File: config.mk
export PLATFORM = sky130hd
export DESIGN_NAME = pid_route_table
export DESIGN_NICKNAME = d
export VERILOG_FILES = /design/src/hw/ts_remap_pkg.sv /design/src/hw/pid_route_table.sv
export SDC_FILE = /design/constraint.sdc
export NUM_CORES = 1
export LEC_CHECK = 0
export BUFFER_PORTS_ARGS = -buffer_cell sky130_fd_sc_hd__buf_4
export CORE_MARGIN = 1.5
export CORE_UTILIZATION = 40
export DETAILED_ROUTE_END_ITERATION = 10
export PLACE_DENSITY_LB_ADDON = 0.12
export REMOVE_ABC_BUFFERS = 1
export SYNTH_ARGS = -nofsm -noshare
export SYNTH_HDL_FRONTEND = slang
export SYNTH_SLANG_ARGS = --single-unit
File: constraint.sdc
create_clock -name clk -period 11.02 [get_ports clk]
set_clock_uncertainty 0.15 [all_clocks]
set_input_delay 0.551 -clock clk [delete_from_list [all_inputs] [get_ports clk]]
set_output_delay 0.551 -clock clk [all_outputs]
set_load 0.02 [all_outputs]
File: src/hw/ts_remap_pkg.sv
package ts_remap_pkg;

    typedef logic [32:0] ts_word_t;    // [32] start flag, [31:0] data
    typedef logic [12:0] pid_t;
    typedef logic [15:0] pid_seq_t;
    typedef logic [7:0]  sfp_t;        // ingress port number
    typedef logic [31:0] ip_addr_t;
    typedef logic [15:0] udp_port_t;   // zero means do not forward
    typedef logic [5:0]  word_idx_t;   // position inside an output packet

    localparam int TS_WORDS  = 47;
    localparam int HDR_WORDS = 4;
    localparam int OUT_WORDS = HDR_WORDS + TS_WORDS;
    localparam int CFG_BYTES = 14;

    // one route entry, 99 bits
    typedef struct packed {
        logic      valid;
        pid_t      pid;        // match pid
        pid_seq_t  seq;
        sfp_t      sfp;
        ip_addr_t  ip;
        udp_port_t port;
        pid_t      new_pid;    // written into packet word 0
    } route_entry_t;

    typedef enum logic [2:0] {
        st_idle,
        st_search,
        st_wait_credit,
        st_send,
        st_discard
    } remap_state_t;

endpackage

File: src/hw/pid_route_table.sv
`timescale 1ns/1ps

module pid_route_table #(
    parameter int TABLE_DEPTH = 16
) (
    input  logic                             clk,
    input  logic                             rst,
    input  logic                             wr_en,
    input  logic [$clog2(TABLE_DEPTH)-1:0]   wr_index,
    input  ts_remap_pkg::route_entry_t       wr_entry,
    input  logic [$clog2(TABLE_DEPTH)-1:0]   rd_index,
    output ts_remap_pkg::route_entry_t       rd_entry
);

    ts_remap_pkg::route_entry_t entries [TABLE_DEPTH];

    //////////////////////////////////////////////////
    // write port

    always_ff @(posedge clk)
    begin
        if (rst)
        begin
            for (int i = 0; i < TABLE_DEPTH; i++)
                entries[i].valid <= 1'b0;    // only the valid bits clear
        end
        else if (wr_en)
        begin
            entries[wr_index] <= wr_entry;   // whole entry replaced
        end
    end

    //////////////////////////////////////////////////
    // read port

    assign rd_entry = entries[rd_index];     // combinational lookup

endmodule

==> results.ini <==
[grt]
antenna_found_initial = 11
grtUsageTotal_pct = 19.6
grt_pass1_wl_um = 211000
grt_pass1_vias = 29423
overflow = 0
grt_max_degree = 162

[logic_synthesis]
synth_xor_area_share_pct = 0
synthCells = 2470
synth_simple_gate_area_share_pct = 1.21
syn_area_um2 = 59500
synth_top_family_by_area = multiplexers
synthAdderAreaFrac_pct = 0
ys_seq_area_share_pct = 80.0
synth_compound_area_share_pct = 2.50
synth.distinct_cells = 18
synth-seq-cells = 1584
syn-mean-instance-area_um2 = 24.1
synth.mux.area_fraction_pct = 15.0
synth_warnings = 0

[floorplanning]
fp.dieH_um = 389
die_w_um = 389
ios = 209
rows = 141
core_area_um2 = 148000
start_util_pct = 40.3
die_area_um2 = 151000

[routing]
vias_per_cell = 5.54
finalWirelength_um = 147000
drt-pass1-iter-count = 5
dr_total_vias = 27383
wl_per_cell_um = 29.8
first_iter_violations = 2068
drc_errors = 0
ant_nets = 0

[layout]
drive_gt1_share_pct = 30.2
largest_register_ffs = 1584
regMostFlops = entries
final_common_cell = edfxtp_1
final_cell_mix = 1,584 x edfxtp_1, 396 x mux4_2, 259 x buf_4
fin_cells = 4939
reg_top3 = entries x1584
layout.nets = 2982
area_growth_syn_to_layout_pct = 16.9

[setup_path]
crit_fanout = 95
cp_slowest_cell = buf_4
cp.required_ns = 10.32
critical_path_class = in -> out
worstPathArrival_ns = 3.90
slowest_delay_ns = 0.77
path_cells = buf_8 > buf_12 > buf_4 > mux4_2 > a22oi_1 > nand2_1 > buf_4
cpMostUsedCell = buf_4
endpoint_kind = primary output
crit_path_start_kind = input pin

[timing]
finalCriticalPeriod_ns = 4.60
worstMarginPinSlew_ns = 1.18
post-route-period-util_pct = 41.7
fin_tns_setup_ns = 0
hold_slack_ns = 0.105
drv_slew = 0
finalHoldViolCount = 0
rsz0062_at_grt = no
timing.fmax_ghz = 0.218
setup_violations = 0
timing.final.ws_setup_ns = 6.42
max_slew_margin_pct = 21.4

[power]
ir_worst_vdd_v = 0.000122
powerDensity_nw_per_um2 = 183
leakagePower_nw = 22.0
power_mw = 12.8

[clocking]
clk_pin_slew_ns = 0.06
numCtsBuffers = 169
cts_tree = done
clock_sinks = 1584
cts_root_buf = clkbuf_16
clk_path_buf_depth = 3
cts_resized = 0
htreeDepth = 4

[placed_design]
gp_congestion = 0.706
pre_cts_ws_ns = 6.30
dp_cells = 4532
dpl.hpwl_um = 71500
io_buffer_count = 208

[worst_hold_path]
holdPathEnd = entries[9][98]
min_path_type = in -> reg
hp-start = rst
holdPathStages = 2

[run_status]
run_status = complete, no violations

[flow_run]
maxCapViolations = 0

metrics by stage:
stage	utilization (%)	area, µm²
finish	47.1	69500
CTS	47.1	69500
floorplan	-	58700
global placement	42.9	63300
detailed placement	42.9	63300
global route	47.1	69500
power breakdown:
| group | internal, mW | switching (mW) |
|---|---|---|
| clock | 3.07 | 2.27 |
| combinational | 0.286 | 0.410 |
| sequential | 6.71 | 0.0156 |
| total | 10.1 | 2.69 |
routing by layer:
layer / wire, µm / track usage, % / up-vias / part of all wire (%)
met5: 77 / 0 / - / 0.052
met4: 2800 / 4.88 / 14 / 1.9
met3: 7870 / 3.85 / 204 / 5.3
met2: 72900 / 32.3 / 676 / 50
met1: 63600 / 27.1 / 15014 / 43
li1: - / - / 11475 / -
worst max-delay path by stage:
stage | from | end | cells past startpoint
after floorplan | wr_index[3] | entries[0][98] | 3
after global placement | rd_index[0] | rd_entry[11] | 7
after detailed placement | rd_index[0] | rd_entry[11] | 7
after CTS | rd_index[0] | rd_entry[27] | 7
after global routing | rd_index[0] | rd_entry[35] | 7
final | rd_index[0] | rd_entry[27] | 7
critical path: cells and delay by family:
kind                   cells  cell delay (ns)
AOI/OAI and AO/OA          1             0.21
buffers and inverters      4             2.14
muxes                      1             0.60
and+or+nand+nor            1             0.14
cell usage after synthesis (all sizes together):
library cell,count,area share (%)
nand2b,2,0.021
nor2,13,0.082
clkbuf,49,0.31
nand4b,1,0.015
mux4,396,15
edfxtp,1584,80
nor3,4,0.034
or2,16,0.17
nand2,100,0.63
nor2b,2,0.021
buf,85,0.97
nand4bb,2,0.038
and2,17,0.18
or4b,1,0.017
a22oi,198,2.5
kinds of logic (layout without fill, tap and decap cells):
| group | count (synthesis) | count (layout) |
|---|---|---|
| DFF | 1584 | 1584 |
| muxes | 396 | 396 |
| AOI/OAI and AO/OA | 198 | 198 |
| and+or+nand+nor | 158 | 158 |
| buffers and inverters | 134 | 669 |
| other | 0 | 4 |
area by class of cell:
class	instances	area, µm²
fill	12100	78200
multi-input combinational	752	11300
clock inverter	92	699
clock buffer	212	4500
antenna	4	10.0
timing repair buffer	365	3070
tap	1930	2410
sequential	1584	47600
timing repair:
action	4_1_cts	5_1_grt
hold endpoints to repair	1584	0
hold buffers	99	0
buffers inserted	0	0
endpoints found under the setup margin	0	0
No activity file was read; power rests on OpenSTA's default activity.
