[src/hw/ts_remap_pkg.sv]
package ts_remap_pkg;

    typedef logic [32:0] ts_word_t;    // [32] start flag, [31:0] data
    typedef logic [12:0] pid_t;
    typedef logic [15:0] pid_seq_t;
    typedef logic [7:0]  sfp_t;        // ingress port number
    typedef logic [31:0] ip_addr_t;
    typedef logic [15:0] udp_port_t;   // zero means do not forward
    typedef logic [5:0]  word_idx_t;   // position inside an output packet

    localparam int TS_WORDS  = 47;
    localparam int HDR_WORDS = 4;
    localparam int OUT_WORDS = HDR_WORDS + TS_WORDS;
    localparam int CFG_BYTES = 14;

    // one route entry, 99 bits
    typedef struct packed {
        logic      valid;
        pid_t      pid;        // match pid
        pid_seq_t  seq;
        sfp_t      sfp;
        ip_addr_t  ip;
        udp_port_t port;
        pid_t      new_pid;    // written into packet word 0
    } route_entry_t;

    typedef enum logic [2:0] {
        st_idle,
        st_search,
        st_wait_credit,
        st_send,
        st_discard
    } remap_state_t;

endpackage

[src/hw/ts_packet_buffer.sv]
`timescale 1ns/1ps

module ts_packet_buffer #(
    parameter int BUF_DEPTH = 128
) (
    input  logic                    clk,
    input  logic                    rst,
    input  ts_remap_pkg::ts_word_t  ts_din,
    input  logic                    ts_din_en,
    input  logic                    pop,
    output ts_remap_pkg::ts_word_t  head_word,
    output logic                    pkt_ready
);

    localparam int AW = $clog2(BUF_DEPTH);

    ts_remap_pkg::ts_word_t mem [BUF_DEPTH];

    logic [AW-1:0] wr_ptr;
    logic [AW-1:0] rd_ptr;
    logic [AW:0]   fill;
    logic          push_ok;
    logic          pop_ok;

    assign push_ok = ts_din_en && (fill != (AW + 1)'(BUF_DEPTH));  // full drops the word
    assign pop_ok  = pop && (fill != '0);

    always_ff @(posedge clk)
    begin
        if (push_ok)
            mem[wr_ptr] <= ts_din;
    end

    always_ff @(posedge clk)
    begin
        if (rst)
        begin
            wr_ptr <= '0;
            rd_ptr <= '0;
            fill   <= '0;
        end
        else
        begin
            if (push_ok)
                wr_ptr <= (wr_ptr == AW'(BUF_DEPTH - 1)) ? '0 : wr_ptr + 1'b1;
            if (pop_ok)
                rd_ptr <= (rd_ptr == AW'(BUF_DEPTH - 1)) ? '0 : rd_ptr + 1'b1;
            fill <= fill + (AW + 1)'(push_ok) - (AW + 1)'(pop_ok);
        end
    end

    assign head_word = mem[rd_ptr];    // show-ahead
    assign pkt_ready = (fill >= (AW + 1)'(ts_remap_pkg::TS_WORDS));

endmodule

[config.mk]
export PLATFORM = sky130hd
export DESIGN_NAME = ts_packet_buffer
export DESIGN_NICKNAME = d
export VERILOG_FILES = /design/src/hw/ts_remap_pkg.sv /design/src/hw/ts_packet_buffer.sv
export SDC_FILE = /design/constraint.sdc
export NUM_CORES = 2
export LEC_CHECK = 0
export ABC_AREA = 1
export BUFFER_PORTS_ARGS = -buffer_cell sky130_fd_sc_hd__buf_2
export CAP_MARGIN = 25
export CORE_ASPECT_RATIO = 0.5
export CORE_UTILIZATION = 40
export DETAILED_ROUTE_END_ITERATION = 6
export SYNTH_ARGS = -nofsm -noshare
export SYNTH_HDL_FRONTEND = slang
export SYNTH_MEMORY_MAX_BITS = 65536
export SYNTH_SLANG_ARGS = --single-unit
[constraint.sdc]
create_clock -name clk -period 4.7 [get_ports clk]
set_input_delay 0.235 -clock clk [delete_from_list [all_inputs] [get_ports clk]]
set_output_delay 0.235 -clock clk [all_outputs]
set_load 0.05 [all_outputs]
==> reports/summary.txt <==
run status: finished, final reports clean
Final Net Count: 14000
Pwr Total: 86.9 mW
Total Die Area: 0.431 mm^2
Final Max Slew Viols: 0
htree depth: 5
Peak VDD IR: 322 uV
r2r setup slk: 1.10 ns
clock slew at reported path FFs: 0.06 ns
Fmax: 213 MHz
Netlist Area Pre-Place: 0.171 mm^2
Worst EP required: 4.47 ns
Top Ports: 71
most common cell after layout, fill and taps aside: nand2_1
post-layout minimum cycle time: 4.69 ns
vias per cell: 5.66
Iter 0 DRT Violations: 15100
critical path type: register to primary output
FF+latch area: 0.127 mm^2
vias in the first global route: 105000
Clk Latency, worst-skew pair: 0.94 ns
DRT Wirelength: 501000 um
CP Max Fanout: 78
antenna-violating nets left: 0
post-synth top area share: 0.741
Placed Cells incl. Taps: 19100
max-cap viol count: 0
commonest non-fill, non-tap cells in the layout: nand2_1, edfxtp_1, nand3_1
crit path DAT: 4.45 ns
Initial Utilization: 0.403
Synth Warn #: 0
pin count of the biggest net entering global routing: 166
die width: 927 um
post-route core utilization: 0.451
Layout Cells excl Fill: 19900
RSZ-0062 raised after global routing: no
initial antenna violation count: 32
Fin Setup TNS: 0 ns
wire per inst: 25.2 um
dpl hpwl: 277000 um
area occupied by multi-input gates: 0.0391 mm^2
flops & latches, synth: 4253
Rel. slew slack: 0.203
first-pass GRT wire length: 726000 um
worst setup margin: 0.0138 ns
fin crit share: 0.997
instance area at placement: 0.179 mm^2
clk buf depth: 4
Synth Net Count: 14000
synth unique cells: 30
pre-CTS setup slack: 0.891 ns
Syn-to-layout area delta: 11.9%
Post-Syn Instances: 13900
Via Count: 113000
Core ar.: 0.425 mm^2
Area contributors post-synth: edfxtp_1, nand3_1, nand2_1
TritonCTS clock tree: built
Fillers: 37800
endpoint type of the worst setup path: primary output
DRC viols: 0
Syn Area/Cell: 12.3 um^2
worst hold margin: 0.208 ns
hold violation count in the final report: 0
FP Rows: 169
Chip Height: 465 um
drt first pass iters: 6
Port Buffers: 70
gr ovfl total: 0
design area: 0.192 mm^2
Hold WC Path Type: primary input to register
pwr dens: 454 mW/mm^2
Root Buffer: clkbuf_16
cts bufs inserted: 399
total track usage: 0.226
clk sink count: 4253
leakage: 65.6 nW
Fin Clk Skew: 0.0388 ns
Placer Congestion: 0.840
crit path launch type: register
# setup viols final: 0
Worst Tran Pin Value: 1.19 ns
layout cells sized above 1: 0.0852
Seq/Total Area, Yosys: 0.744
cell taking the most area after synthesis: edfxtp_1
[power by group]
part	total, mW	internal [mW]	switching, mW
clock	31.5	17.5	14.0
sequential	41.9	41.9	0.0776
combinational	13.5	3.64	9.87
[sequential cells by signal, summed over array words and instances (netlist names), named ones only]
register  count
rd_ptr        7
fill          8
wr_ptr        7
mem        4224
[kinds of logic after synthesis]
kind of cell,count (synthesis),share of synthesized area
adders and majority gates,18,0.00136
buffers and inverters,980,0.0333
xor gates and xnor gates,3,0.000154
AOI/OAI and AO/OA,30,0.000928
and+or+nand+nor,8632,0.220
DFF,4253,0.744
[worst max-delay path: stages, from the launching register on]
cell,delay (ns)
dfxtp_4,0.37
buf_4,0.13
buf_12,0.29
buf_4,0.37
nand2_1,0.09
nand3_1,0.10
nand3_1,0.09
nand3_1,0.09
nand3_1,0.36
nand3_1,0.45
nand3_1,0.35
nand2_1,0.39
buf_2,0.33
[cell type report]
| cell class | instances | share of cell area |
|---|---|---|
| antenna | 16 | 0.000209 |
| clock buffer | 497 | 0.0553 |
| clock inverter | 219 | 0.00925 |
| inverter | 42 | 0.00113 |
| multi-input combinational | 8683 | 0.204 |
| sequential | 4253 | 0.665 |
| tap | 5643 | 0.0369 |
| timing repair buffer | 561 | 0.0281 |
| timing repair inverter | 1 | 0.0000849 |
[synth_stat cells (all sizes together)]
cell and number:
dfxtp 29, nand4 12, o31ai 1, a221oi 1, and2 1, nor3 5
nor3b 1, nand2 4299, ha 17, xor2 3, nand3b 1, edfxtp 4224
o21a 1, nand3 4165, a21oi 16, inv 41, or2 2, clkinv 1
o21ai 11, fa 1, buf 810, clkbuf 128, nor2 146
[worst paths after layout]
kind / start / cells after the start / endpoint
min: ts_din[16] / 2 / mem[86][16]
max: register / 12 / head_word[7]
min reg2reg: wr_ptr[4] / 2 / wr_ptr[4]
max reg2reg: wr_ptr[3] / 5 / mem[41][15]
[metal layers]
metal	track usage	up-vias	part of all wire	routed length [um]
met1	0.337	56300	0.43	215000
met3	0.0504	752	0.11	56200
met5	0.00122	-	0.00027	133
met2	0.329	5744	0.43	215000
met4	0.0683	13	0.030	15100
li1	-	49900	-	-
[repair_timing]
action                      CTS  global route
hold buffers                 36             0
buffers inserted              6             0
gates cloned                  1             0
gates resized for setup       4            11
setup endpoints to repair    11            12
hold endpoints to repair   1057             0
No activity file was read; power rests on OpenSTA's default activity.
