===== src/hw/ts_remap_pkg.sv =====
package ts_remap_pkg;

    typedef logic [32:0] ts_word_t;    // [32] start flag, [31:0] data
    typedef logic [12:0] pid_t;
    typedef logic [15:0] pid_seq_t;
    typedef logic [7:0]  sfp_t;        // ingress port number
    typedef logic [31:0] ip_addr_t;
    typedef logic [15:0] udp_port_t;   // zero means do not forward
    typedef logic [5:0]  word_idx_t;   // position inside an output packet

    localparam int TS_WORDS  = 47;
    localparam int HDR_WORDS = 4;
    localparam int OUT_WORDS = HDR_WORDS + TS_WORDS;
    localparam int CFG_BYTES = 14;

    // one route entry, 99 bits
    typedef struct packed {
        logic      valid;
        pid_t      pid;        // match pid
        pid_seq_t  seq;
        sfp_t      sfp;
        ip_addr_t  ip;
        udp_port_t port;
        pid_t      new_pid;    // written into packet word 0
    } route_entry_t;

    typedef enum logic [2:0] {
        st_idle,
        st_search,
        st_wait_credit,
        st_send,
        st_discard
    } remap_state_t;

endpackage


===== src/hw/remap_ctrl.sv =====
`timescale 1ns/1ps

module remap_ctrl #(
    parameter int TABLE_DEPTH = 16
) (
    input  logic                             clk,
    input  logic                             rst,
    input  logic                             pkt_ready,
    input  ts_remap_pkg::ts_word_t           head_word,
    input  ts_remap_pkg::route_entry_t       rd_entry,
    input  logic                             credit_ok,
    output logic [$clog2(TABLE_DEPTH)-1:0]   rd_index,
    output logic                             pop,
    output logic                             spend,
    output logic                             frame_en,
    output ts_remap_pkg::word_idx_t          frame_index,
    output ts_remap_pkg::route_entry_t       route
);

    localparam int IDX_W = $clog2(TABLE_DEPTH);

    ts_remap_pkg::remap_state_t state;
    ts_remap_pkg::word_idx_t    word_idx;
    ts_remap_pkg::pid_t         head_pid;
    logic [IDX_W-1:0]           scan_idx;
    logic                       hit;

    assign head_pid = head_word[20:8];    // pid field of packet word 0
    assign hit      = rd_entry.valid && (rd_entry.pid == head_pid);
    assign rd_index = scan_idx;

    //////////////////////////////////////////////////
    // search, credit wait and word walk

    always_ff @(posedge clk)
    begin
        if (rst)
        begin
            state    <= ts_remap_pkg::st_idle;
            scan_idx <= '0;
            word_idx <= '0;
        end
        else
        begin
            case (state)
                ts_remap_pkg::st_idle:
                begin
                    scan_idx <= '0;
                    word_idx <= '0;
                    if (pkt_ready)
                        state <= ts_remap_pkg::st_search;
                end
                ts_remap_pkg::st_search:
                begin
                    if (hit)    // first match wins
                        state <= (rd_entry.port != '0) ? ts_remap_pkg::st_wait_credit
                                                       : ts_remap_pkg::st_discard;
                    else if (scan_idx == IDX_W'(TABLE_DEPTH - 1))
                        state <= ts_remap_pkg::st_discard;    // no entry
                    else
                        scan_idx <= scan_idx + 1'b1;
                end
                ts_remap_pkg::st_wait_credit:
                begin
                    if (credit_ok)
                        state <= ts_remap_pkg::st_send;
                end
                ts_remap_pkg::st_send:
                begin
                    word_idx <= word_idx + 1'b1;
                    if (word_idx == ts_remap_pkg::word_idx_t'(ts_remap_pkg::OUT_WORDS - 1))
                        state <= ts_remap_pkg::st_idle;
                end
                ts_remap_pkg::st_discard:
                begin
                    word_idx <= word_idx + 1'b1;
                    if (word_idx == ts_remap_pkg::word_idx_t'(ts_remap_pkg::TS_WORDS - 1))
                        state <= ts_remap_pkg::st_idle;
                end
                default:
                    state <= ts_remap_pkg::st_idle;
            endcase
        end
    end

    always_ff @(posedge clk)
    begin
        if (state == ts_remap_pkg::st_search && hit)
            route <= rd_entry;
    end

    assign frame_en    = (state == ts_remap_pkg::st_send);
    assign frame_index = word_idx;
    assign spend       = frame_en;    // one credit per word out
    assign pop         = (state == ts_remap_pkg::st_discard) ||
                         (frame_en && word_idx >= ts_remap_pkg::word_idx_t'(ts_remap_pkg::HDR_WORDS));

endmodule


===== config.mk =====
export PLATFORM = sky130hd
export DESIGN_NAME = remap_ctrl
export DESIGN_NICKNAME = d
export VERILOG_FILES = /design/src/hw/ts_remap_pkg.sv /design/src/hw/remap_ctrl.sv
export SDC_FILE = /design/constraint.sdc
export NUM_CORES = 1
export LEC_CHECK = 0
export BUFFER_PORTS_ARGS = -buffer_cell sky130_fd_sc_hd__buf_2
export CAP_MARGIN = 30
export CORE_MARGIN = 2
export CORE_UTILIZATION = 28
export DETAILED_ROUTE_END_ITERATION = 10
export PLACE_DENSITY = 0.61
export SYNTH_ARGS = -nofsm -noshare
export SYNTH_HDL_FRONTEND = slang
export SYNTH_SLANG_ARGS = --single-unit

===== constraint.sdc =====
create_clock -name clk -period 8.14 [get_ports clk]
set_input_delay 1.221 -clock clk [delete_from_list [all_inputs] [get_ports clk]]
set_output_delay 1.221 -clock clk [all_outputs]
set_load 0.03 [all_outputs]

==> flow_results.org <==
** Power
- For this design the static power due to leakage is 0.002262 uW.
- The worst-case IR drop observed on VDD is 0.09304 mV.
- Dividing total power by cell area gives a power density of 211.5 nW/um^2.

** Synth
- Synthesis instantiated 42 different standard cells from the library.
- A synthesized cell averages 17.09 sq um.
- The portion of synthesized area spent on multiplexers is 1.050%.
- The synthesized design contains 112 register bits.
- The Yosys step of the flow raised 0 warnings.
- Synth Cell Area :: 4051 sq um
- The synthesized design contains 99 enable-type register cells.
- Main synth FF type :: sky130_fd_sc_hd__edfxtp_1
- Of all flip-flops after synthesis, the portion carrying an async set or reset was 0%.
- Summing the areas of all compound-gate instances in the mapped netlist gives 5.991% of the synthesized area.
- After synthesis, flip-flops and latches occupy 79.80% of the total area.
- Of the total synthesized cell area, the portion taken by XOR and XNOR cells is 2.810%.
- Dominant combinational cell family by area after synthesis :: simple AND/OR/NAND/NOR gates
- Post-synth net total :: 377
- After Yosys synthesis, and, or, nand and nor cells account for 7.906% of the synthesized area.
- Adder and majority cell fraction of the synthesized area :: 1.235%
- Synthesis produced 237 cells.

** STA
- Endpoints failing hold :: 0
- Slew @ Worst Pin :: 679.7 ps
- Sum of negative setup slack :: 0 ps
- Across the routed clock network, the largest skew measured is 9.583 ps.
- After layout, the worst setup slack is 4652 ps.
- Fmax :: 0.2867 GHz
- The smallest clock period supported by the final layout is computed as 3488 ps.
- Count of endpoints failing setup in the final report :: 0
- Slew Limit Fails :: 0
- Setup repair after global routing missed its margin :: no
- Measured against its own limit, the worst slew margin works out to 54.31%.
- Of the available clock period, the critical path in the final layout requires 42.85%.

** Clock network
- Clock tree synthesis inserted a total of 9 buffers.
- Worst-path clk slew :: 70 ps
- In this run the post-CTS setup repair buffer count came out at 0.
- CTS max path bufs :: 2
- Clock root buffer master :: sky130_fd_sc_hd__clkbuf_16
- Clock Latency Late Sink :: 350 ps
- Number of resized instances in the post-cts repair step :: 0
- Clock tree from TritonCTS :: done
- Clock sink count :: 112
- Number of levels the H-tree was split into :: 3
- Hold repair after CTS inserted 0 buffers.

** Job
- Across the run, the number of max-cap violations was 0.

** Finish
- For this run, the post-layout net count is 609.
- Most frequent standard cell in the layout excluding fill and tap cells :: sky130_fd_sc_hd__buf_2
- Share of final-layout standard cells stronger than drive strength 1 :: 52.95%
- 0 antenna diodes ended up in the layout.
- Commonest cells after routing, fill and taps aside :: 227 x sky130_fd_sc_hd__buf_2, 99 x sky130_fd_sc_hd__edfxtp_1, 13 x sky130_fd_sc_hd__xnor2_1, 13 x sky130_fd_sc_hd__dfxtp_1, 12 x sky130_fd_sc_hd__nand2_1
- Relative to the synthesized area, the layout overhead comes to 40.92%.
- With fillers left out, the area of the finished cells amounts to 5709 sq um.
- Final cell count without fillers :: 654

** Min path
- Hold_sp :: frame_index[5]
- The path class of the tightest hold or removal check is flip-flop to flip-flop.

** Setup path
- Worst setup path startpoint :: head_word[12]
- The worst register-to-register path ends at route[89].
- Startpoint of the worst-slack reg-to-reg timing path :: state[0]
- The most critical setup path has its endpoint at route[89].
- Reg2reg path depth :: 4
- Crit path capture type :: flip-flop
- Worst Path Required :: 8150 ps
- Max Fanout on Critical Path :: 72
- Data arrival at the endpoint of the critical path :: 3500 ps
- Crit start category :: primary input
- Type of the setup path with the least slack :: primary input to flip-flop
- The setup check on the worst reg-to-reg path leaves a slack of 5640 ps.

** Drt
- Final wirelength :: 11,540 um
- Via total after detailed routing :: 3,007
- DRT iter0 DRCs :: 232
- Dividing the detail-routed wire length by the instance count gives 17.64 um.
- The first detailed-routing pass took 4 iterations.
- After detailed routing, the number of vias per cell comes to 4.598.
- Post-detailed-route count of antenna-violating nets :: 0
- For this run, design rule violations remaining after detail routing come to 0.

** GRT
- The via count of the first global-routing pass was 2,960.
- The first global-routing pass estimated 17,310 um of wire.
- Antenna violations before repair :: 0
- Entering global routing, the biggest net connects 84 pins.
- After global routing the overflow that remains totals 0.
- Global routing consumed, over all layers together, 14.60% of the routing resources.

** Place
- Buffers added on ports :: 227
- Once placement finished, the instance area stood at 5394 sq um.
- The HPWL after detailed placement is 9008 um.
- In this run, placement finished with an instance count of 637.
- Global placer's final weighted congestion :: 0.7913
- Post-Place Worst Slack :: 3923 ps

** Floorplan
- From bottom edge to top edge, the die measures 124.3 um.
- Row count :: 43
- The floorplan step defined a die boundary enclosing 15,450 sq um.
- # IOs :: 248
- For this configuration, the core starts out at a cell density of 28.96%.
- The core region is 13,990 sq um.
- In this run the horizontal extent of the chip is 124.3 um.

** Status
- Run status :: finished, final reports clean
## per-stage QoR
stage,hold WS [ps],util [%],power [uW]
detailed placement,505.8,38.56,791.0
CTS,515.7,40.62,1219
global placement,510.8,38.56,783.9
global route,561.1,40.81,1262
floorplan,538.7,-,735.7
finish,519.0,40.81,1208
## worst min path at each step
stage | slack [ps] | endpoint | cells past startpoint
after floorplan | 540 | state[2] | 2
after global placement | 510 | rd_index[0] | 2
after detailed placement | 510 | frame_index[5] | 2
after CTS | 520 | frame_index[5] | 2
after global routing | 560 | rd_index[0] | 2
final | 520 | frame_index[5] | 2
## metal layers
metal	vias to the layer above	wire length, um	GRT usage, %	part of all wire [%]
met5	-	0	0	0
met4	0	135	5.155	1.2
met3	9	869	4.296	7.5
met1	1473	4524	17.27	39
li1	1394	-	-	-
met2	131	6008	25.27	52
## cell usage after synthesis, drive strengths merged, types with 2 or more instances
master | n | area [sq um]
mux2 | 2 | 22.52
a21oi | 8 | 43.79
nand3 | 3 | 15.01
nor2b | 2 | 12.51
nand2 | 12 | 45.04
o311ai | 2 | 17.52
inv | 4 | 15.01
nor4 | 6 | 43.79
nand2b | 2 | 12.51
clkbuf | 7 | 26.28
o211ai | 2 | 15.01
mux2i | 2 | 20.02
nand3b | 3 | 22.52
ha | 4 | 50.05
nor2 | 8 | 30.03
or3 | 2 | 12.51
a31oi | 4 | 25.02
nand4b | 2 | 17.52
edfxtp | 99 | 2973
dfxtp | 13 | 260.3
xnor2 | 13 | 113.9
a211oi | 3 | 22.52
nor3 | 4 | 20.02
o21ai | 7 | 35.03
nand4 | 9 | 62.56
a311oi | 2 | 17.52
o31ai | 2 | 15.01
## cell type report
| class | instances | area (sq um) |
|---|---|---|
| Timing Repair Buffer | 229 | 1171 |
| Sequential cell | 112 | 3233 |
| Fill cell | 1339 | 8279 |
| Clock buffer | 9 | 225.2 |
| Tap cell | 180 | 225.2 |
| Clock inverter | 7 | 62.56 |
| Inverter | 4 | 15.01 |
| Multi-Input combinational cell | 113 | 777.0 |
## worst max-delay path, cell delays in order
cell	delay, ps
sky130_fd_sc_hd__buf_2	100
sky130_fd_sc_hd__xnor2_1	240
sky130_fd_sc_hd__nand4_1	190
sky130_fd_sc_hd__or4_4	630
sky130_fd_sc_hd__nor2_4	410
sky130_fd_sc_hd__buf_4	320
sky130_fd_sc_hd__buf_16	330
## cells by family after synthesis
family                   count (synthesis)
AO/OA/AOI/OAI                           36
XOR/XNOR                                13
adder cells (fa/ha/maj)                  4
buffers and inverters                   12
flip-flops                             112
multiplexers                             4
AND/OR/NAND/NOR                         56
## sequential cells by signal (all words and copies together), names as in the netlist
name	flops
frame_index	6
rd_index	4
route	99
state	3
## power by group
part           total (uW)  switching, uW  leakage, uW  internal [uW]
clock                 429            215     0.000141            214
combinational         129           70.0      0.00113           59.1
sequential            649           20.0     0.000995            629
total                1210            305      0.00226            902
(Power assumes the default switching activity.)
