==> src/hw/ts_remap_pkg.sv <==
package ts_remap_pkg;

    typedef logic [32:0] ts_word_t;    // [32] start flag, [31:0] data
    typedef logic [12:0] pid_t;
    typedef logic [15:0] pid_seq_t;
    typedef logic [7:0]  sfp_t;        // ingress port number
    typedef logic [31:0] ip_addr_t;
    typedef logic [15:0] udp_port_t;   // zero means do not forward
    typedef logic [5:0]  word_idx_t;   // position inside an output packet

    localparam int TS_WORDS  = 47;
    localparam int HDR_WORDS = 4;
    localparam int OUT_WORDS = HDR_WORDS + TS_WORDS;
    localparam int CFG_BYTES = 14;

    // one route entry, 99 bits
    typedef struct packed {
        logic      valid;
        pid_t      pid;        // match pid
        pid_seq_t  seq;
        sfp_t      sfp;
        ip_addr_t  ip;
        udp_port_t port;
        pid_t      new_pid;    // written into packet word 0
    } route_entry_t;

    typedef enum logic [2:0] {
        st_idle,
        st_search,
        st_wait_credit,
        st_send,
        st_discard
    } remap_state_t;

endpackage

==> src/hw/route_header_framer.sv <==
`timescale 1ns/1ps

module route_header_framer (
    input  logic                        clk,
    input  logic                        rst,
    input  logic                        frame_en,
    input  ts_remap_pkg::word_idx_t     frame_index,
    input  ts_remap_pkg::route_entry_t  route,
    input  ts_remap_pkg::ts_word_t      head_word,
    output ts_remap_pkg::ts_word_t      ts_dout,
    output logic                        ts_dout_en
);

    always_ff @(posedge clk)
    begin
        if (rst)
            ts_dout_en <= 1'b0;
        else
            ts_dout_en <= frame_en;
    end

    always_ff @(posedge clk)
    begin
        if (!frame_en)
            ts_dout <= '0;
        else
        begin
            case (frame_index)
                6'd0: ts_dout <= {1'b1, 16'd0, route.seq};    // start of packet
                6'd1: ts_dout <= {25'd0, route.sfp};
                6'd2: ts_dout <= {1'b0, route.ip};
                6'd3: ts_dout <= {17'd0, route.port};
                ts_remap_pkg::word_idx_t'(ts_remap_pkg::HDR_WORDS):
                    ts_dout <= {1'b0, head_word[31:21], route.new_pid, head_word[7:0]};
                default:
                    ts_dout <= {1'b0, head_word[31:0]};    // payload, start flag cleared
            endcase
        end
    end

endmodule

==> config.mk <==
export PLATFORM = sky130hd
export DESIGN_NAME = route_header_framer
export DESIGN_NICKNAME = d
export VERILOG_FILES = /design/src/hw/ts_remap_pkg.sv /design/src/hw/route_header_framer.sv
export SDC_FILE = /design/constraint.sdc
export NUM_CORES = 1
export LEC_CHECK = 0
export ABC_AREA = 1
export BUFFER_PORTS_ARGS = -buffer_cell sky130_fd_sc_hd__clkbuf_2
export CAP_MARGIN = 20
export CELL_PAD_IN_SITES_DETAIL_PLACEMENT = 2
export CELL_PAD_IN_SITES_GLOBAL_PLACEMENT = 2
export CORE_MARGIN = 2
export CORE_UTILIZATION = 17
export DETAILED_ROUTE_END_ITERATION = 8
export PLACE_DENSITY_LB_ADDON = 0.1
export SETUP_SLACK_MARGIN = 0.3
export SYNTH_ARGS = -nofsm -noshare
export SYNTH_HDL_FRONTEND = slang
export SYNTH_SLANG_ARGS = --single-unit
==> constraint.sdc <==
create_clock -name clk -period 1.8 [get_ports clk]
set_input_delay 0.09 -clock clk [delete_from_list [all_inputs] [get_ports clk]]
set_output_delay 0.09 -clock clk [all_outputs]
set_load 0.01 [all_outputs]
==> results of run 1 <==
[cell families (layout without fill, tap and decap cells)]
logic type,Yosys count,in the layout
simple gates,180,180
flops,34,34
buf+inv,25,186
compound gates,32,32
[routing by layer]
layer  track usage  vias up  wire [um]
met5             0        -          0
met4       0.02783        0         58
met3       0.05448        5        766
met2        0.2853       84       4381
met1        0.1757     1176       3525
li1              -     1246          -
[metrics by stage]
step | util | hold slack (ps) | worst slack (ps)
6_report | 0.2791 | 31.33 | 508.6
5_1_grt | 0.2791 | 24.64 | 323.0
4_1_cts | 0.2791 | 23.07 | 427.8
3_5_place_dp | 0.2689 | 256.2 | 126.5
3_3_place_gp | 0.2689 | 250.8 | 218.2
2_1_floorplan | - | 162.4 | 698.1
[Yosys cell counts, drive strengths merged]
cell,number,area share
a21oi,19,0.052
a31oi,5,0.017
buf,12,0.041
clkbuf,5,0.010
clkinv,1,0.0021
dfxtp,34,0.38
inv,7,0.014
nand2,87,0.18
nand3,22,0.063
nand4,37,0.13
nor2,33,0.090
nor3,1,0.0028
o21ai,8,0.022
[tightest hold or removal path, cell delays in order]
cell	delay, ps
clkbuf_2	80
nand2_1	50
a21oi_1	60
[power by group through the flow]
stage	Sequential (mW)	Clock, mW	Combinational, mW
3_3_place_gp	0.826	0	0.373
2_1_floorplan	0.851	0	0.119
3_5_place_dp	0.828	0	0.380
5_1_grt	0.813	0.692	0.422
4_1_cts	0.810	0.657	0.384
6_report	0.809	0.625	0.372
[area by class of cell]
class,count,share of cell area
multi-input cells,212,0.3513
repair buffers,170,0.3100
flip-flops and latches,34,0.2362
well taps,136,0.05905
clock buffers,6,0.02866
inverters,8,0.01042
clock inverters,2,0.004342
[path summary, 6_finish.rpt]
kind	startpoint	end
worst max-delay path	frame_index[5]	ts_dout[16]
worst min-delay path	head_word[2]	ts_dout[2]
[flip-flops by register name (all words and copies together), names as in the netlist]
signal,cells
ts_dout,33
ts_dout_en,1
[timing repair]
| item | 4_1_cts | 5_1_grt |
|---|---|---|
| hold buffers | 1 | 0 |
| endpoints found under the hold margin | 1 | 0 |
| setup endpoints to repair | 0 | 0 |
| gates resized for setup | 0 | 0 |
==> flow_summary_export.csv, run 1 <==
group,metric,value,unit
global_route,gr-total-overflow,0,
route,ant_nets,0,
global_route,grt_pass1_vias,2788,
cells_and_area,multi_input_area,1012,um2
synthesis,synth_cell_types,22,
floorplan,die_area,11510,um2
synthesis,synth-simple-area-share,0.4651,
clocking,clkTransAtPathRegs,80,ps
timing,fin_tns_setup,0,ps
clocking,root_buffer,"clkbuf_8",
timing,setup_viol_count_final,0,
global_route,grt_pass1_wl,14050,um
power,p_comb_frac,0.206,
synthesis,synth_top_family_by_area,"simple AND/OR/NAND/NOR gates",
worst_setup_path,worstPathCellList,"clkbuf_2 > nor2_2 > nand2_1 > inv_2 > nand2_1 > inv_2 > nand2_1 > a31oi_1",
route,num_vias,2511,
floorplan,die_h,107.3,um
global_route,grt_antenna_before_repair,0,
synthesis,synthMuxAreaShare,0,
route,drt_iter0_drc,63,
worst_hold_path,hp-class,"input pin to flip-flop",
floorplan,row_count,37,
global_route,grt_max_degree,39,
worst_setup_path,slowest_stage,"nand2_1",
worst_setup_path,critPathLaunchType,"input pin",
power,p_switching,0.5215,mW
power,total_leakage_power,1.529,nW
placed_design,placed_cells,559,
floorplan,io_pins,175,
cells_and_area,layout-drive-gt1-share,0.4352,
placed_design,port_buffers,159,
synthesis,synth_warnings,0,
worst_setup_path,cp-end-kind,"flip-flop",
worst_setup_path,worst_ep_required_time,2000,ps
power,swShare,0.2887,
worst_setup_path,cp_num_cells,8,
synthesis,synth_compound_area_frac,0.09179,
global_route,grt_usage,0.1561,
cells_and_area,seq_area,680.7,um2
route,wl_per_cell,15.37,um
floorplan,coreArea,10320,um2
synthesis,synth_nets,412,
route,routed_via_density,4.421,
timing,tightest_slew,521.0,ps
worst_setup_path,critical_path_arrival,1500,ps
clocking,cts_tree,"built",
floorplan,initial_core_util,0.1756,
cells_and_area,instances_no_fill,568,
cells_and_area,fin_nets,572,
power,p_per_area,626.8,nW/um2
power,irDropWorstVdd,0.2692,mV
clocking,numCtsBuffers,5,
timing,period_minus_slack,1291,ps
timing,period_share,0.7175,
clocking,post_cts_buffers,0,
worst_setup_path,critPathKind,"input pin to flip-flop",
cells_and_area,design_area,2882,um2
cells_and_area,final.fill_count,1303,
power,p_seq_frac,0.448,
clocking,clock_path_buffers,2,
synthesis,ys_seq_area_frac,0.3754,
synthesis,synth-xor-area-share,0,
job,drv_cap,0,
synthesis,synth-adder-area-share,0,
synthesis,synth_area,1813,um2
synthesis,syn-mean-instance-area,6.690,um2
worst_setup_path,path_max_fanout,16,
placed_design,dpl.hpwl,7194,um
worst_setup_path,cp_common_cell,"nand2_1",
route,finalWirelength,8732,um
timing,finalHoldViolCount,0,
timing,fmax,774.3,MHz
worst_setup_path,critPathTopFamily,"simple AND/OR/NAND/NOR gates",
outcome,status,"complete, no violations",
synthesis,syn_inst,271,
placed_design,place_area,2776,um2
power,finalPower,1.806,mW
worst_setup_path,max_stage_delay,290,ps
cells_and_area,mostFrequentLayoutCell,"clkbuf_2",
clocking,numClockSinks,34,
cells_and_area,area_growth,58.94,%
floorplan,die_width,107.3,um
cells_and_area,antenna-diode-count,0,
timing,rsz0062_at_grt,"no",
worst_setup_path,critPathBufInv,3,
placed_design,gp_congestion,0.7125,
route,drc_errors,0,
clocking,htreeDepth,2,
power,clock_power_share,0.346,
cells_and_area,final_cell_mix,"clkbuf_2 (159), nand2_1 (86), nand4_1 (37)",
route,dr.pass1.iters,4,
timing,relSlewSlack,0.6514,
power,internal-power,1.285,mW
timing,drv_slew,0,
worst_hold_path,min_delay_path_depth,3,
synthesis,synth-seq-cells,34,
No activity file was read; power rests on OpenSTA's default activity.
==> inputs of run 2 (changes only) <==
--- a/config.mk
+++ b/config.mk
@@ -11,7 +11,7 @@
 export CELL_PAD_IN_SITES_DETAIL_PLACEMENT = 2
 export CELL_PAD_IN_SITES_GLOBAL_PLACEMENT = 2
 export CORE_MARGIN = 2
-export CORE_UTILIZATION = 17
+export CORE_UTILIZATION = 16
 export DETAILED_ROUTE_END_ITERATION = 8
 export PLACE_DENSITY_LB_ADDON = 0.1
 export SETUP_SLACK_MARGIN = 0.3
==> constraint.sdc (replaced) <==
create_clock -name clk -period 1.2 [get_ports clk]
set_input_delay 0.06 -clock clk [delete_from_list [all_inputs] [get_ports clk]]
set_output_delay 0.06 -clock clk [all_outputs]
set_load 0.01 [all_outputs]
==> flow_summary_export.csv, run 2 (synthesized netlist as in run 1, its figures left out) <==
group,metric,value,unit
outcome,status,"complete, no violations",
placed_design,port_buffers,159,
timing,relSlewSlack,0.7809,
power,finalPower,3.169,mW
clocking,clock_path_buffers,2,
floorplan,die_width,110.5,um
timing,period_share,0.7428,
global_route,grt_usage,0.1498,
timing,rsz0062_at_grt,"yes",
worst_setup_path,path_max_fanout,8,
timing,finalHoldViolCount,0,
route,dr.pass1.iters,4,
global_route,grt_max_degree,27,
global_route,grt_util_met2,0.2634,
worst_setup_path,cp-end-kind,"flip-flop",
power,p_seq_frac,0.384,
placed_design,gp_congestion,0.7121,
job,drv_cap,0,
floorplan,initial_core_util,0.1658,
clocking,numCtsBuffers,5,
route,routed_via_density,4.450,
placed_design,place_area,2846,um2
worst_setup_path,slowest_stage,"nor2_4",
timing,fin_hold_ws,13.26,ps
route,num_vias,2612,
global_route,grt_pass1_vias,2769,
timing,period_minus_slack,891.4,ps
power,irDropWorstVdd,0.4465,mV
placed_design,post-place-ws,-63.55,ps
cells_and_area,layout-drive-gt1-share,0.5034,
cells_and_area,fin_nets,587,
power,total_leakage_power,1.723,nW
worst_setup_path,worstPathCellList,"buf_6 > nor2_4 > nand2_4 > inv_2 > nand2_2 > inv_4 > clkbuf_16 > nand2_2 > a31oi_1",
cells_and_area,final_cell_mix,"clkbuf_2 (158), nand2_1 (72), nand4_1 (37)",
route,finalWirelength,9484,um
route,ant_nets,0,
cells_and_area,largest_reg_flops,33,
worst_setup_path,critPathKind,"input pin to flip-flop",
power,swShare,0.2655,
global_route,met3_usage,0.05543,
cells_and_area,area_growth,80.26,%
timing,drv_slew,0,
power,p_switching,0.8414,mW
timing,setup_viol_count_final,0,
power,internal-power,2.328,mW
worst_setup_path,critPathLaunchType,"input pin",
clocking,cts_tree,"built",
timing,fmax,1122,MHz
route,drt_iter0_drc,35,
global_route,top_usage_layer,"met2",
cells_and_area,antenna-diode-count,0,
cells_and_area,post-route-util,0.2989,
floorplan,io_pins,175,
clocking,htreeDepth,2,
worst_hold_path,hp-class,"input pin to flip-flop",
cells_and_area,top_regs,"ts_dout: 33 flops, ts_dout_en: 1 flops",
timing,tightest_slew,328.6,ps
floorplan,die_h,110.5,um
clocking,root_buffer,"clkbuf_16",
cells_and_area,largest_register,"ts_dout",
global_route,gr-total-overflow,0,
cells_and_area,mostFrequentLayoutCell,"clkbuf_2",
timing,setup_slack,308.6,ps
global_route,grt_pass1_wl,14720,um
power,clock_power_share,0.413,
route,drc_errors,0,
global_route,grt_antenna_before_repair,0,
route,wl_per_cell,16.16,um
worst_setup_path,cp_common_cell,"nand2_2",
cells_and_area,design_area,3268,um2
clocking,clkTransAtPathRegs,60,ps
floorplan,die_area,12200,um2
placed_design,dpl.hpwl,7201,um
global_route,grtUsageMet1,0.1775,
worst_setup_path,max_stage_delay,200,ps
floorplan,coreArea,10940,um2
floorplan,row_count,38,
worst_setup_path,worst_ep_required_time,1400,ps
power,p_comb_frac,0.203,
worst_setup_path,critical_path_arrival,1090,ps
clocking,numClockSinks,34,
power,p_per_area,969.7,nW/um2
## run 2: area by class of cell
cell class,count,area (um2)
repair buffers,184,1087
inverters,8,32.53
well taps,140,175.2
clock buffers,7,142.6
fillers,1367,7667
clock inverters,1,5.005
multi-input cells,213,1145
flip-flops and latches,34,680.7
## run 2: power by group through the flow
stage / clock network, mW / registers, mW / logic [mW]
floorplan: 0 / 1.28 / 0.185
global placement: 0 / 1.24 / 0.593
detailed placement: 0 / 1.24 / 0.603
CTS: 1.38 / 1.22 / 0.616
global route: 1.42 / 1.22 / 0.714
finish: 1.31 / 1.22 / 0.643
## run 2: worst paths after layout
path / start / end / slack [ps] / cells past startpoint
max: frame_index[4] / ts_dout[17] / 310 / 9
min: route[57] / ts_dout[28] / 10 / 3
## run 2: per-layer routing
layer	wire length, um	share of wire	up-vias
met2	4699	0.50	96
li1	-	-	1279
met5	0	0	-
met4	44	0.0046	0
met1	3934	0.41	1235
met3	806	0.085	2
## run 2: critical path, delay by kind of cell
kind	cells	cell delay [ps]
and+or+nand+nor	4	440
buffers and inverters	4	420
AOI/OAI and AO/OA	1	160
## run 2: through the flow
step / cells / TNS (ps)
final: 587 / 0
after global routing: 587 / 0
after CTS: 581 / 0
after detailed placement: 570 / -224.5
after global placement: 570 / 0
after floorplan: 271 / 0
## run 2: repair_timing
item	4_1_cts	5_1_grt
buffers inserted	2	4
endpoints found under the hold margin	1	0
endpoints found under the setup margin	17	32
hold buffers	1	0
pin swaps	1	17
resized for setup	3	37
cloned	0	2
