**config.mk**
```make
export PLATFORM = sky130hd
export DESIGN_NAME = egress_credit_counter
export DESIGN_NICKNAME = d
export VERILOG_FILES = /design/src/hw/ts_remap_pkg.sv /design/src/hw/egress_credit_counter.sv
export SDC_FILE = /design/constraint.sdc
export NUM_CORES = 1
export LEC_CHECK = 0
export ABC_AREA = 1
export BUFFER_PORTS_ARGS = -buffer_cell sky130_fd_sc_hd__buf_2
export CAP_MARGIN = 20
export CELL_PAD_IN_SITES_DETAIL_PLACEMENT = 1
export CELL_PAD_IN_SITES_GLOBAL_PLACEMENT = 1
export CORE_UTILIZATION = 42
export CTS_CLUSTER_DIAMETER = 100
export DETAILED_ROUTE_END_ITERATION = 12
export HOLD_SLACK_MARGIN = 0.06
export PLACE_DENSITY = 0.85
export SETUP_SLACK_MARGIN = 0.02
export SLEW_MARGIN = 30
export SYNTH_ARGS = -nofsm -noshare
export SYNTH_HDL_FRONTEND = slang
export SYNTH_SLANG_ARGS = --single-unit
```
**constraint.sdc**
```tcl
create_clock -name clk -period 4.4 [get_ports clk]
set_input_delay 0.44 -clock clk [delete_from_list [all_inputs] [get_ports clk]]
set_output_delay 0.44 -clock clk [all_outputs]
set_load 0.03 [all_outputs]
```
**src/hw/ts_remap_pkg.sv**
```systemverilog
package ts_remap_pkg;

    typedef logic [32:0] ts_word_t;    // [32] start flag, [31:0] data
    typedef logic [12:0] pid_t;
    typedef logic [15:0] pid_seq_t;
    typedef logic [7:0]  sfp_t;        // ingress port number
    typedef logic [31:0] ip_addr_t;
    typedef logic [15:0] udp_port_t;   // zero means do not forward
    typedef logic [5:0]  word_idx_t;   // position inside an output packet

    localparam int TS_WORDS  = 47;
    localparam int HDR_WORDS = 4;
    localparam int OUT_WORDS = HDR_WORDS + TS_WORDS;
    localparam int CFG_BYTES = 14;

    // one route entry, 99 bits
    typedef struct packed {
        logic      valid;
        pid_t      pid;        // match pid
        pid_seq_t  seq;
        sfp_t      sfp;
        ip_addr_t  ip;
        udp_port_t port;
        pid_t      new_pid;    // written into packet word 0
    } route_entry_t;

    typedef enum logic [2:0] {
        st_idle,
        st_search,
        st_wait_credit,
        st_send,
        st_discard
    } remap_state_t;

endpackage

```
**src/hw/egress_credit_counter.sv**
```systemverilog
`timescale 1ns/1ps

module egress_credit_counter #(
    parameter int CREDIT_MAX = 64
) (
    input  logic clk,
    input  logic rst,
    input  logic credit_return,
    input  logic spend,
    output logic credit_ok
);

    localparam int CW = $clog2(CREDIT_MAX + 1);

    logic [CW-1:0] count;
    logic [CW-1:0] count_nxt;
    logic          inc;
    logic          dec;

    assign dec       = spend && (count != '0);
    assign inc       = credit_return && ((count != CW'(CREDIT_MAX)) || dec);  // saturate
    assign count_nxt = count + CW'(inc) - CW'(dec);

    always_ff @(posedge clk)
    begin
        if (rst)
        begin
            count     <= '0;
            credit_ok <= 1'b0;
        end
        else
        begin
            count     <= count_nxt;
            credit_ok <= (count_nxt >= CW'(ts_remap_pkg::OUT_WORDS));  // room for a full packet
        end
    end

endmodule

```
==> results of run 1 <==
-- cell usage in the layout (no fill, tap or decap), drive strengths merged --
cell / n
clkinv: 1
nand3b: 1
o21ai: 1
xor2: 1
nand4: 1
a21oi: 4
nor2: 9
ha: 8
inv: 19
nand2: 20
nand3: 11
fa: 1
buf: 4
nor3b: 1
nor3: 1
or2: 1
dfxtp: 8
clkbuf: 3
-- stage by stage --
| stage | setup WS (ns) | hold slack [ns] | cells | utilization, % | instance area [µm²] |
|---|---|---|---|---|---|
| floorplan | 2.22 | 0.509 | 88 | - | 597 |
| global placement | 2.03 | 0.639 | 107 | 48.2 | 636 |
| detailed placement | 1.95 | 0.647 | 107 | 48.2 | 636 |
| CTS | 1.92 | 0.433 | 110 | 50.0 | 658 |
| global route | 1.67 | 0.449 | 110 | 50.0 | 658 |
| finish | 1.96 | 0.432 | 110 | 50.0 | 658 |
-- worst max path at each step --
stage                   from        end  cells after the start
finish              count[3]  credit_ok                     15
global route        count[3]  credit_ok                     15
CTS                 count[3]  credit_ok                     15
detailed placement  count[3]  credit_ok                     15
global placement    count[2]  credit_ok                     15
floorplan           count[2]  credit_ok                     15
-- sequential cells by signal, indices dropped and copies added (netlist names) --
signal,cells
count,7
credit_ok,1
-- worst max-delay path, cell delays in order, from the launching register on --
cell and delay (ns):
dfxtp_1 0.31, inv_1 0.08, ha_1 0.15, nor3b_2 0.19
nand3b_1 0.09, nand2_1 0.08, or2_1 0.17, nand2_1 0.07
ha_1 0.21, fa_1 0.42, nor2_1 0.17, nor2_1 0.07
nor2_1 0.09, nand3_1 0.08, nand2_1 0.07, o21ai_1 0.06
-- layer usage --
metal  global-route usage, %  wire length (µm)  up-vias
li1                        -                 -      288
met1                    26.9               637      237
met2                    33.2               611        6
met3                    3.41                25        4
met4                    10.3                20        0
met5                       0                 0        -
-- layout make-up --
cell class,instances,area (µm²)
Clock buffer,3,22.5
Tap cell,15,18.8
Fill cell,188,659
Multi-Input combinational cell,60,360
Timing Repair Buffer,4,20.0
Sequential cell,8,160
Inverter,20,76.3
-- cell families after synthesis --
kind of cell	after synthesis	share of synthesized area, %
adders and majority gates	9	20.1
and+or+nand+nor	45	34.6
DFF	8	26.8
xor gates and xnor gates	1	1.47
AOI/OAI and AO/OA	5	4.19
buffers and inverters	20	12.8
-- cell usage after synthesis --
library cell / number / area (µm²)
nand2_1: 18 / 67.6
nor3b_2: 1 / 12.5
or2_1: 1 / 6.26
a21oi_1: 4 / 20.0
inv_1: 18 / 67.6
nor2_1: 9 / 33.8
nand3_1: 11 / 55.1
nor3_1: 1 / 5.00
clkinv_2: 1 / 5.00
ha_1: 8 / 100
nand3b_1: 1 / 7.51
nand2_2: 2 / 12.5
o21ai_1: 1 / 5.00
inv_2: 1 / 3.75
fa_1: 1 / 20.0
dfxtp_1: 8 / 160
nand4_1: 1 / 6.26
xor2_1: 1 / 8.76
==> summary.txt, run 1 <==
Yosys
  – Syn avg cell area: 6.78 µm²
  – Mapped cell area: 597 µm²
  – Net Count, Synth: 101
  – YS warnings: 0
  – FF+latch count, synth: 8
  – Library cells used by synthesis: 18
  – Post-Syn Instances: 88
  – Seq/Total Area, Yosys: 26.8%

STA
  – Finish-stage setup viols: 0
  – Crit path time final: 2.44 ns
  – RSZ-0062 raised after global routing: false
  – Final period utilization: 55.4%
  – Fin. Hold Viols: 0
  – Worst-Margin Slew: 0.194 ns
  – Slew Limit Headroom: 87.0%
  – F_max: 410 MHz
  – Sum of negative setup slack: 0 ns
  – Max-slew violations: 0
  – Worst Skew: 0.00528 ns

Finish
  – Ant. Diodes: 0
  – NumNets Final: 110
  – Fraction of layout cells with a size suffix above 1: 12.6%
  – Area Overhead vs Synth: 10.3%

Global routing
  – GRT overflow: 0
  – Largest net degree at the start of global routing: 7
  – Vias in the first global route: 495
  – Antenna violations before repair: 0
  – GRT Total Usage: 21.0%
  – First-pass GRT wire length: 2.10 mm

Critical path
  – Type of destination of the critical path: flop
  – Crit path max fanout: 3
  – Critical Path RT: 4.55 ns
  – Reg-to-Reg End: credit_ok
  – Reg2Reg Setup Slack: 1.96 ns
  – Crit Path Class: flop to flop
  – Critical Path Source Type: flop
  – Number of cells on the worst reg-to-reg path: 15
  – Worst R2R Start: count[3]
  – CP arrival: 2.58 ns

Clocking
  – CTS tree: built
  – Post-CTS Resized: 0
  – Clock sinks: 8
  – Setup Buffers After CTS: 0
  – Clk Latency, worst-skew pair: 0.26 ns
  – Clk buf depth: 2
  – CTS buffer count: 3
  – # H-tree levels: 1
  – Clock slew at reported path FFs: 0.06 ns
  – Post-CTS Hold Buffers: 0
  – CTS Root Buffer Type: clkbuf_4

Routing
  – ANT nets after route: 0
  – DR DRC count: 0
  – Final WL: 1.29 mm
  – Routed vias/inst: 4.86
  – Initial DRC Count: 4
  – Wire per inst: 11.8 µm
  – Initial DRT Pass Iterations: 3
  – Vias: 535

Hold path
  – WHS Path Cells: 2
  – Hold/Removal Path Class: input pin to flop
  – Hold endpoint: count[1]
  – Hold Crit Start: rst

Die
  – DIE AREA: 0.00158 mm²
  – Die height: 39.7 µm
  – # IOs: 5
  – Rows: 13
  – Die Width: 39.7 µm
  – Core Box Area: 0.00132 mm²
  – Initial Util: 45.3%

Run status
  – Outcome: finished, final reports clean

Run
  – Max cap viols: 0

Placement
  – Port bufs: 4
  – GP Congestion: 0.861
  – Detailed-placement wirelength estimate: 1.13 mm
Power of run 1 is left out: the tool's default activity adds up to more than one toggle a clock period on the data nets, which glitch-free logic cannot reach.
==> run 2: changes to the inputs <==
- CORE_UTILIZATION: 42 -> 39
- PLACE_DENSITY: 0.85 -> 0.8
- clock period: 4.4 -> 2.45 ns (I/O delays scaled with it)
==> run 2 against run 1 <==
Net effect:
- design area is 13% higher
- clock-buffer cell count unchanged
- setup slack lost 1.8 ns
- sequential share of layout area is 2.5 points lower
- die area rose by 7.3%
- final cell count up 2.7%
- highest routed layer unchanged
- maximum frequency rose by 6.3%
- utilization is 4.5 points higher
- clock skew fell by 0.0040 ns
- non-clock buffer count is 3 higher
- critical path depth fell by 1
==> summary.txt, run 2 (synthesized netlist as in run 1, its figures left out) <==
Routing
  – DR DRC count: 0 (unchanged)
  – Initial DRT Pass Iterations: 4 (was 3)
  – ANT nets after route: 0 (unchanged)
  – Final WL: 1.75 mm (was 1.29 mm)
  – Initial DRC Count: 9 (was 4)
  – Routed vias/inst: 5.22 (was 4.86)
  – Wire per inst: 15.5 µm (was 11.8 µm)
  – Vias: 590 (was 535)

Die
  – Rows: 13 (unchanged)
  – DIE AREA: 0.00169 mm² (was 0.00158 mm²)
  – Initial Util: 43.7% (was 45.3%)
  – Die Width: 41.1 µm (was 39.7 µm)
  – # IOs: 5 (unchanged)
  – Die height: 41.1 µm (was 39.7 µm)
  – Core Box Area: 0.00137 mm² (was 0.00132 mm²)

Finish
  – Area Overhead vs Synth: 24.7% (was 10.3%)
  – Commonest non-fill, non-tap cell in the layout: inv_1
  – Ant. Diodes: 0 (unchanged)
  – Largest regs: count (7), credit_ok (1) (unchanged)
  – Most frequent cells in the layout: 15 x inv_1, 12 x nand2_1, 9 x nand3_1 (was 18 x nand2_1, 18 x inv_1, 11 x nand3_1)
  – Fill cells: 182 (was 188)
  – Top reg by flops: count (unchanged)
  – Max reg flops: 7 (unchanged)
  – NumNets Final: 113 (was 110)
  – Fraction of layout cells with a size suffix above 1: 32.7% (was 12.6%)
  – Core Util, Final: 54.5% (was 50.0%)

Global routing
  – Largest net degree at the start of global routing: 7 (unchanged)
  – GRT Total Usage: 24.2% (was 21.0%)
  – Top Usage Layer GRT: met2 (unchanged)
  – GRT overflow: 0 (unchanged)
  – Met1 GRT Util: 27.2% (was 26.9%)
  – First-pass GRT wire length: 2.45 mm (was 2.10 mm)
  – Global Route met2 Usage: 42.6% (was 33.2%)
  – Met3 Track Usage GR: 6.52% (was 3.41%)
  – Antenna violations before repair: 0 (unchanged)
  – Vias in the first global route: 539 (was 495)

Placement
  – Detailed-placement wirelength estimate: 1.19 mm (was 1.13 mm)
  – GP Congestion: 0.816 (was 0.861)
  – Port bufs: 4 (unchanged)

Critical path
  – Crit path cell chain: inv_2 > ha_4 > nor3b_4 > nand3b_1 > nand2_1 > or2_1 > nand2_2 > ha_4 > fa_2 > buf_4 > nand3_2 > nand4_1 > nand3_1 > o21ai_1 (was inv_1 > ha_1 > nor3b_2 > nand3b_1 > nand2_1 > or2_1 > nand2_1 > ha_1 > fa_1 > nor2_1 > nor2_1 > nor2_1 > nand3_1 > nand2_1 > o21ai_1)
  – Critical Path RT: 2.61 ns (was 4.55 ns)
  – Top delay family on crit path: simple AND/OR/NAND/NOR gates (unchanged)
  – Sum of buffers and inverters on the critical path: 2 (was 1)
  – CP most frequent cell: ha_4
  – Crit path max fanout: 3 (unchanged)
  – Worst R2R Start: count[2] (was count[3])
  – CP arrival: 2.45 ns (was 2.58 ns)
  – Type of destination of the critical path: flop (unchanged)
  – CP Launch Point: count[2] (was count[3])
  – Slowest stage cell, crit path: fa_2 (was fa_1)
  – Critical Path Source Type: flop (unchanged)
  – Crit Path Class: flop to flop (unchanged)
  – CP peak stage delay: 0.39 ns (was 0.42 ns)

STA
  – Worst Skew: 0.00125 ns (was 0.00528 ns)
  – Max-slew violations: 0 (unchanged)
  – Sum of negative setup slack: 0 ns (unchanged)
  – Slew Limit Headroom: 79.6% (was 87.0%)
  – Finish-stage setup viols: 0 (unchanged)
  – Worst-Margin Slew: 0.305 ns (was 0.194 ns)
  – Final period utilization: 93.6% (was 55.4%)
  – Crit path time final: 2.29 ns (was 2.44 ns)
  – F_max: 436 MHz (was 410 MHz)
  – RSZ-0062 raised after global routing: true (was false)
  – Fin. Hold Viols: 0 (unchanged)

Clocking
  – Clk buf depth: 2 (unchanged)
  – Clock slew at reported path FFs: 0.06 ns (about the same)
  – CTS buffer count: 3 (unchanged)
  – CTS Root Buffer Type: clkbuf_4 (unchanged)
  – Post-CTS Hold Buffers: 0 (unchanged)
  – Clk Latency, worst-skew pair: 0.27 ns (was 0.26 ns)
  – CTS tree: built (unchanged)
  – # H-tree levels: 1 (unchanged)
  – Clock sinks: 8 (unchanged)

Run status
  – Outcome: finished, final reports clean (unchanged)

Run
  – Max cap viols: 0 (unchanged)

Hold path
  – Hold Crit Start: rst (unchanged)
  – Hold/Removal Path Class: input pin to flop (unchanged)
## run 2: cell count changes in the layout (fill, tap and decap cells not counted), sizes merged
cell,delta
buf,+3
## run 2: metrics by stage
stage / setup WS (ns) / cell area, µm² / hold WS [ns] / cells
after floorplan: 0.268 / 597 / 0.314 / 88
after global placement: 0.145 / 643 / 0.509 / 108
after detailed placement: 0.0754 / 643 / 0.516 / 108
after CTS: 0.0249 / 671 / 0.238 / 111
after global routing: -0.0195 / 744 / 0.240 / 113
final: 0.157 / 744 / 0.238 / 113
## run 2: layout make-up
| class | instances | area (µm²) | area share (%) |
|---|---|---|---|
| Tap cell | 15 | 18.8 | 2.52 |
| Multi-Input combinational cell | 60 | 422 | 56.6 |
| Sequential cell | 8 | 163 | 21.8 |
| Inverter | 20 | 76.3 | 10.3 |
| Timing Repair Buffer | 7 | 42.5 | 5.71 |
| Clock buffer | 3 | 22.5 | 3.03 |
## run 2: worst paths after layout
| kind | cells after the start | slack [ns] | endpoint |
|---|---|---|---|
| setup reg to reg | 14 | 0.16 | credit_ok |
| hold reg to reg | 4 | 0.75 | count[6] |
| hold / removal | 2 | 0.24 | count[3] |
| setup / recovery | 14 | 0.16 | credit_ok |
## run 2: repair_timing
action / in CTS / in global routing
gates resized for setup: 2 / 18
endpoints found under the setup margin: 1 / 1
buffers inserted: 0 / 2
pin swaps: 0 / 15
## run 2: routing by layer
| layer | share of wire [%] | vias up |
|---|---|---|
| met3 | 3.5 | 6 |
| met2 | 50 | 11 |
| li1 | - | 295 |
| met5 | 0 | - |
| met1 | 44 | 278 |
| met4 | 2.7 | 0 |
Power of run 2 is left out for the same reason.
==> run 3: changes to the inputs <==
- RECOVER_POWER: default -> 100
- clock period: 2.45 -> 2.3 ns (I/O delays scaled with it)
==> run 3 against run 2 <==
Net effect:
- setup slack worse by 0.14 ns
- routed wire length is 10% lower
- highest routed layer unchanged
- sequential share of layout area hardly changed
- non-clock buffer count is 3 higher
- critical endpoint unchanged
- flip-flop and latch count stayed put
==> summary.txt, run 3 (synthesized netlist as in run 1, its figures left out) <==
Global routing
  – GRT Total Usage: 21.9% (was 24.2%)
  – Vias in the first global route: 556 (was 539)
  – Antenna violations before repair: 0 (unchanged)
  – Global Route met2 Usage: 41.8% (was 42.6%)
  – Top Usage Layer GRT: met2 (unchanged)
  – GRT overflow: 0 (unchanged)
  – First-pass GRT wire length: 2.30 mm (was 2.45 mm)
  – Met1 GRT Util: 23.2% (was 27.2%)
  – Met3 Track Usage GR: 8.15% (was 6.52%)
  – Largest net degree at the start of global routing: 7 (unchanged)

Critical path
  – Crit Path Class: flop to flop (unchanged)
  – Type of destination of the critical path: flop (unchanged)
  – CP arrival: 2.43 ns (was 2.45 ns)
  – Crit path max fanout: 2 (was 3)
  – Critical Path RT: 2.44 ns (was 2.61 ns)
  – Critical Path Source Type: flop (unchanged)

Die
  – Die Width: 41.1 µm (unchanged)
  – Die height: 41.1 µm (unchanged)
  – Rows: 13 (unchanged)
  – Initial Util: 43.7% (unchanged)
  – DIE AREA: 0.00169 mm² (unchanged)
  – Core Box Area: 0.00137 mm² (unchanged)
  – # IOs: 5 (unchanged)

Routing
  – DR DRC count: 0 (unchanged)
  – Wire per inst: 13.6 µm (was 15.5 µm)
  – Vias: 590 (unchanged)
  – Final WL: 1.57 mm (was 1.75 mm)
  – Initial DRT Pass Iterations: 2 (was 4)
  – ANT nets after route: 0 (unchanged)
  – Routed vias/inst: 5.09 (was 5.22)
  – Initial DRC Count: 6 (was 9)

STA
  – RSZ-0062 raised after global routing: true (unchanged)
  – Crit path time final: 2.29 ns (about the same)
  – Setup ws final: 0.0134 ns (was 0.157 ns)
  – Final period utilization: 99.4% (was 93.6%)
  – F_max: 437 MHz (was 436 MHz)
  – Slew Limit Headroom: 75.9% (was 79.6%)
  – Max-slew violations: 0 (unchanged)
  – Fin. Hold Viols: 0 (unchanged)
  – Worst Skew: 0.00613 ns (was 0.00125 ns)
  – Worst-Margin Slew: 0.363 ns (was 0.305 ns)
  – Finish-stage setup viols: 0 (unchanged)

Placement
  – Port bufs: 4 (unchanged)
  – GP Congestion: 0.892 (was 0.816)
  – Place WS: -0.160 ns (was 0.0754 ns)
  – Detailed-placement wirelength estimate: 1.22 mm (was 1.19 mm)
  – DP Cell Count: 111 (was 108)

Finish
  – Fill cells: 190 (was 182)
  – Max reg flops: 7 (unchanged)
  – NumNets Final: 116 (was 113)
  – Largest regs: count (7), credit_ok (1) (unchanged)
  – Ant. Diodes: 0 (unchanged)
  – Most frequent cells in the layout: 15 x nand2_1, 14 x inv_1, 10 x nand3_1 (was 15 x inv_1, 12 x nand2_1, 9 x nand3_1)
  – Area Overhead vs Synth: 24.9% (was 24.7%)
  – Fraction of layout cells with a size suffix above 1: 31.7% (was 32.7%)
  – Commonest non-fill, non-tap cell in the layout: nand2_1 (was inv_1)
  – Top reg by flops: count (unchanged)
  – Non-Filler Instances: 116 (was 113)

Clocking
  – Clock sinks: 8 (unchanged)
  – Clock slew at reported path FFs: 0.05 ns (was 0.06 ns)
  – CTS Root Buffer Type: clkbuf_4 (unchanged)
  – Clk buf depth: 2 (unchanged)
  – CTS tree: built (unchanged)
  – # H-tree levels: 1 (unchanged)
  – Clk Latency, worst-skew pair: 0.26 ns (was 0.27 ns)
  – Post-CTS Hold Buffers: 0 (unchanged)
  – CTS buffer count: 3 (unchanged)

Hold path
  – Hold/Removal Path Class: input pin to flop (unchanged)

Run
  – Max cap viols: 0 (unchanged)

Run status
  – Outcome: finished, final reports clean (unchanged)
run 3: cell types whose count changed in the layout (fill, tap and decap cells not counted), sizes merged:
| cell | change |
|---|---|
| buf | +2 |
| clkbuf | +1 |
run 3: through the flow:
stage                     hold slack (ns)  cell area [µm²]  setup TNS (ns)  utilization (%)
after floorplan                     0.299              597               0                -
after global routing                0.228              746          -0.269             54.6
after global placement              0.497              666               0             48.7
after detailed placement            0.496              666          -0.167             48.7
after CTS                           0.218              729         -0.0730             53.4
final                               0.221              746               0             54.6
run 3: worst paths after layout:
kind / from / end / slack [ns] / cells past startpoint
max: count[3] / credit_ok / 0.01 / 15
min: rst / count[3] / 0.22 / 2
max reg2reg: count[3] / credit_ok / 0.01 / 15
min reg2reg: count[5] / count[6] / 0.71 / 5
run 3: cell type report:
cell class,instances,area (µm²),area share (%)
multi-input cells,60,402,53.9
flip-flops and latches,8,163,21.8
inverters,20,76.3,10.2
repair buffers,10,63.8,8.56
clock buffers,3,22.5,3.02
well taps,15,18.8,2.52
run 3: worst max-delay path, stage by stage (launching register included):
cell      delay (ns)
dfxtp_2         0.33
inv_2           0.05
ha_4            0.14
nor3b_4         0.14
nand3b_1        0.09
nand2_1         0.07
or2_1           0.22
nand2_1         0.07
ha_2            0.18
fa_2            0.46
nand2_2         0.09
inv_2           0.04
nor2_2          0.10
nand3_1         0.07
nand2_1         0.06
o21ai_1         0.05
run 3: layer usage:
metal / wire [µm] / part of all wire [%]
met5: 0 / 0
met4: 10 / 0.64
met3: 41 / 2.6
met2: 890 / 57
met1: 631 / 40
run 3: repair_timing:
action / 4_1_cts / 5_1_grt
resized for setup: 9 / 8
setup buffers: 2 / 0
endpoints found under the setup margin: 3 / 4
pin swaps: 11 / 8
Power of run 3 is left out for the same reason.
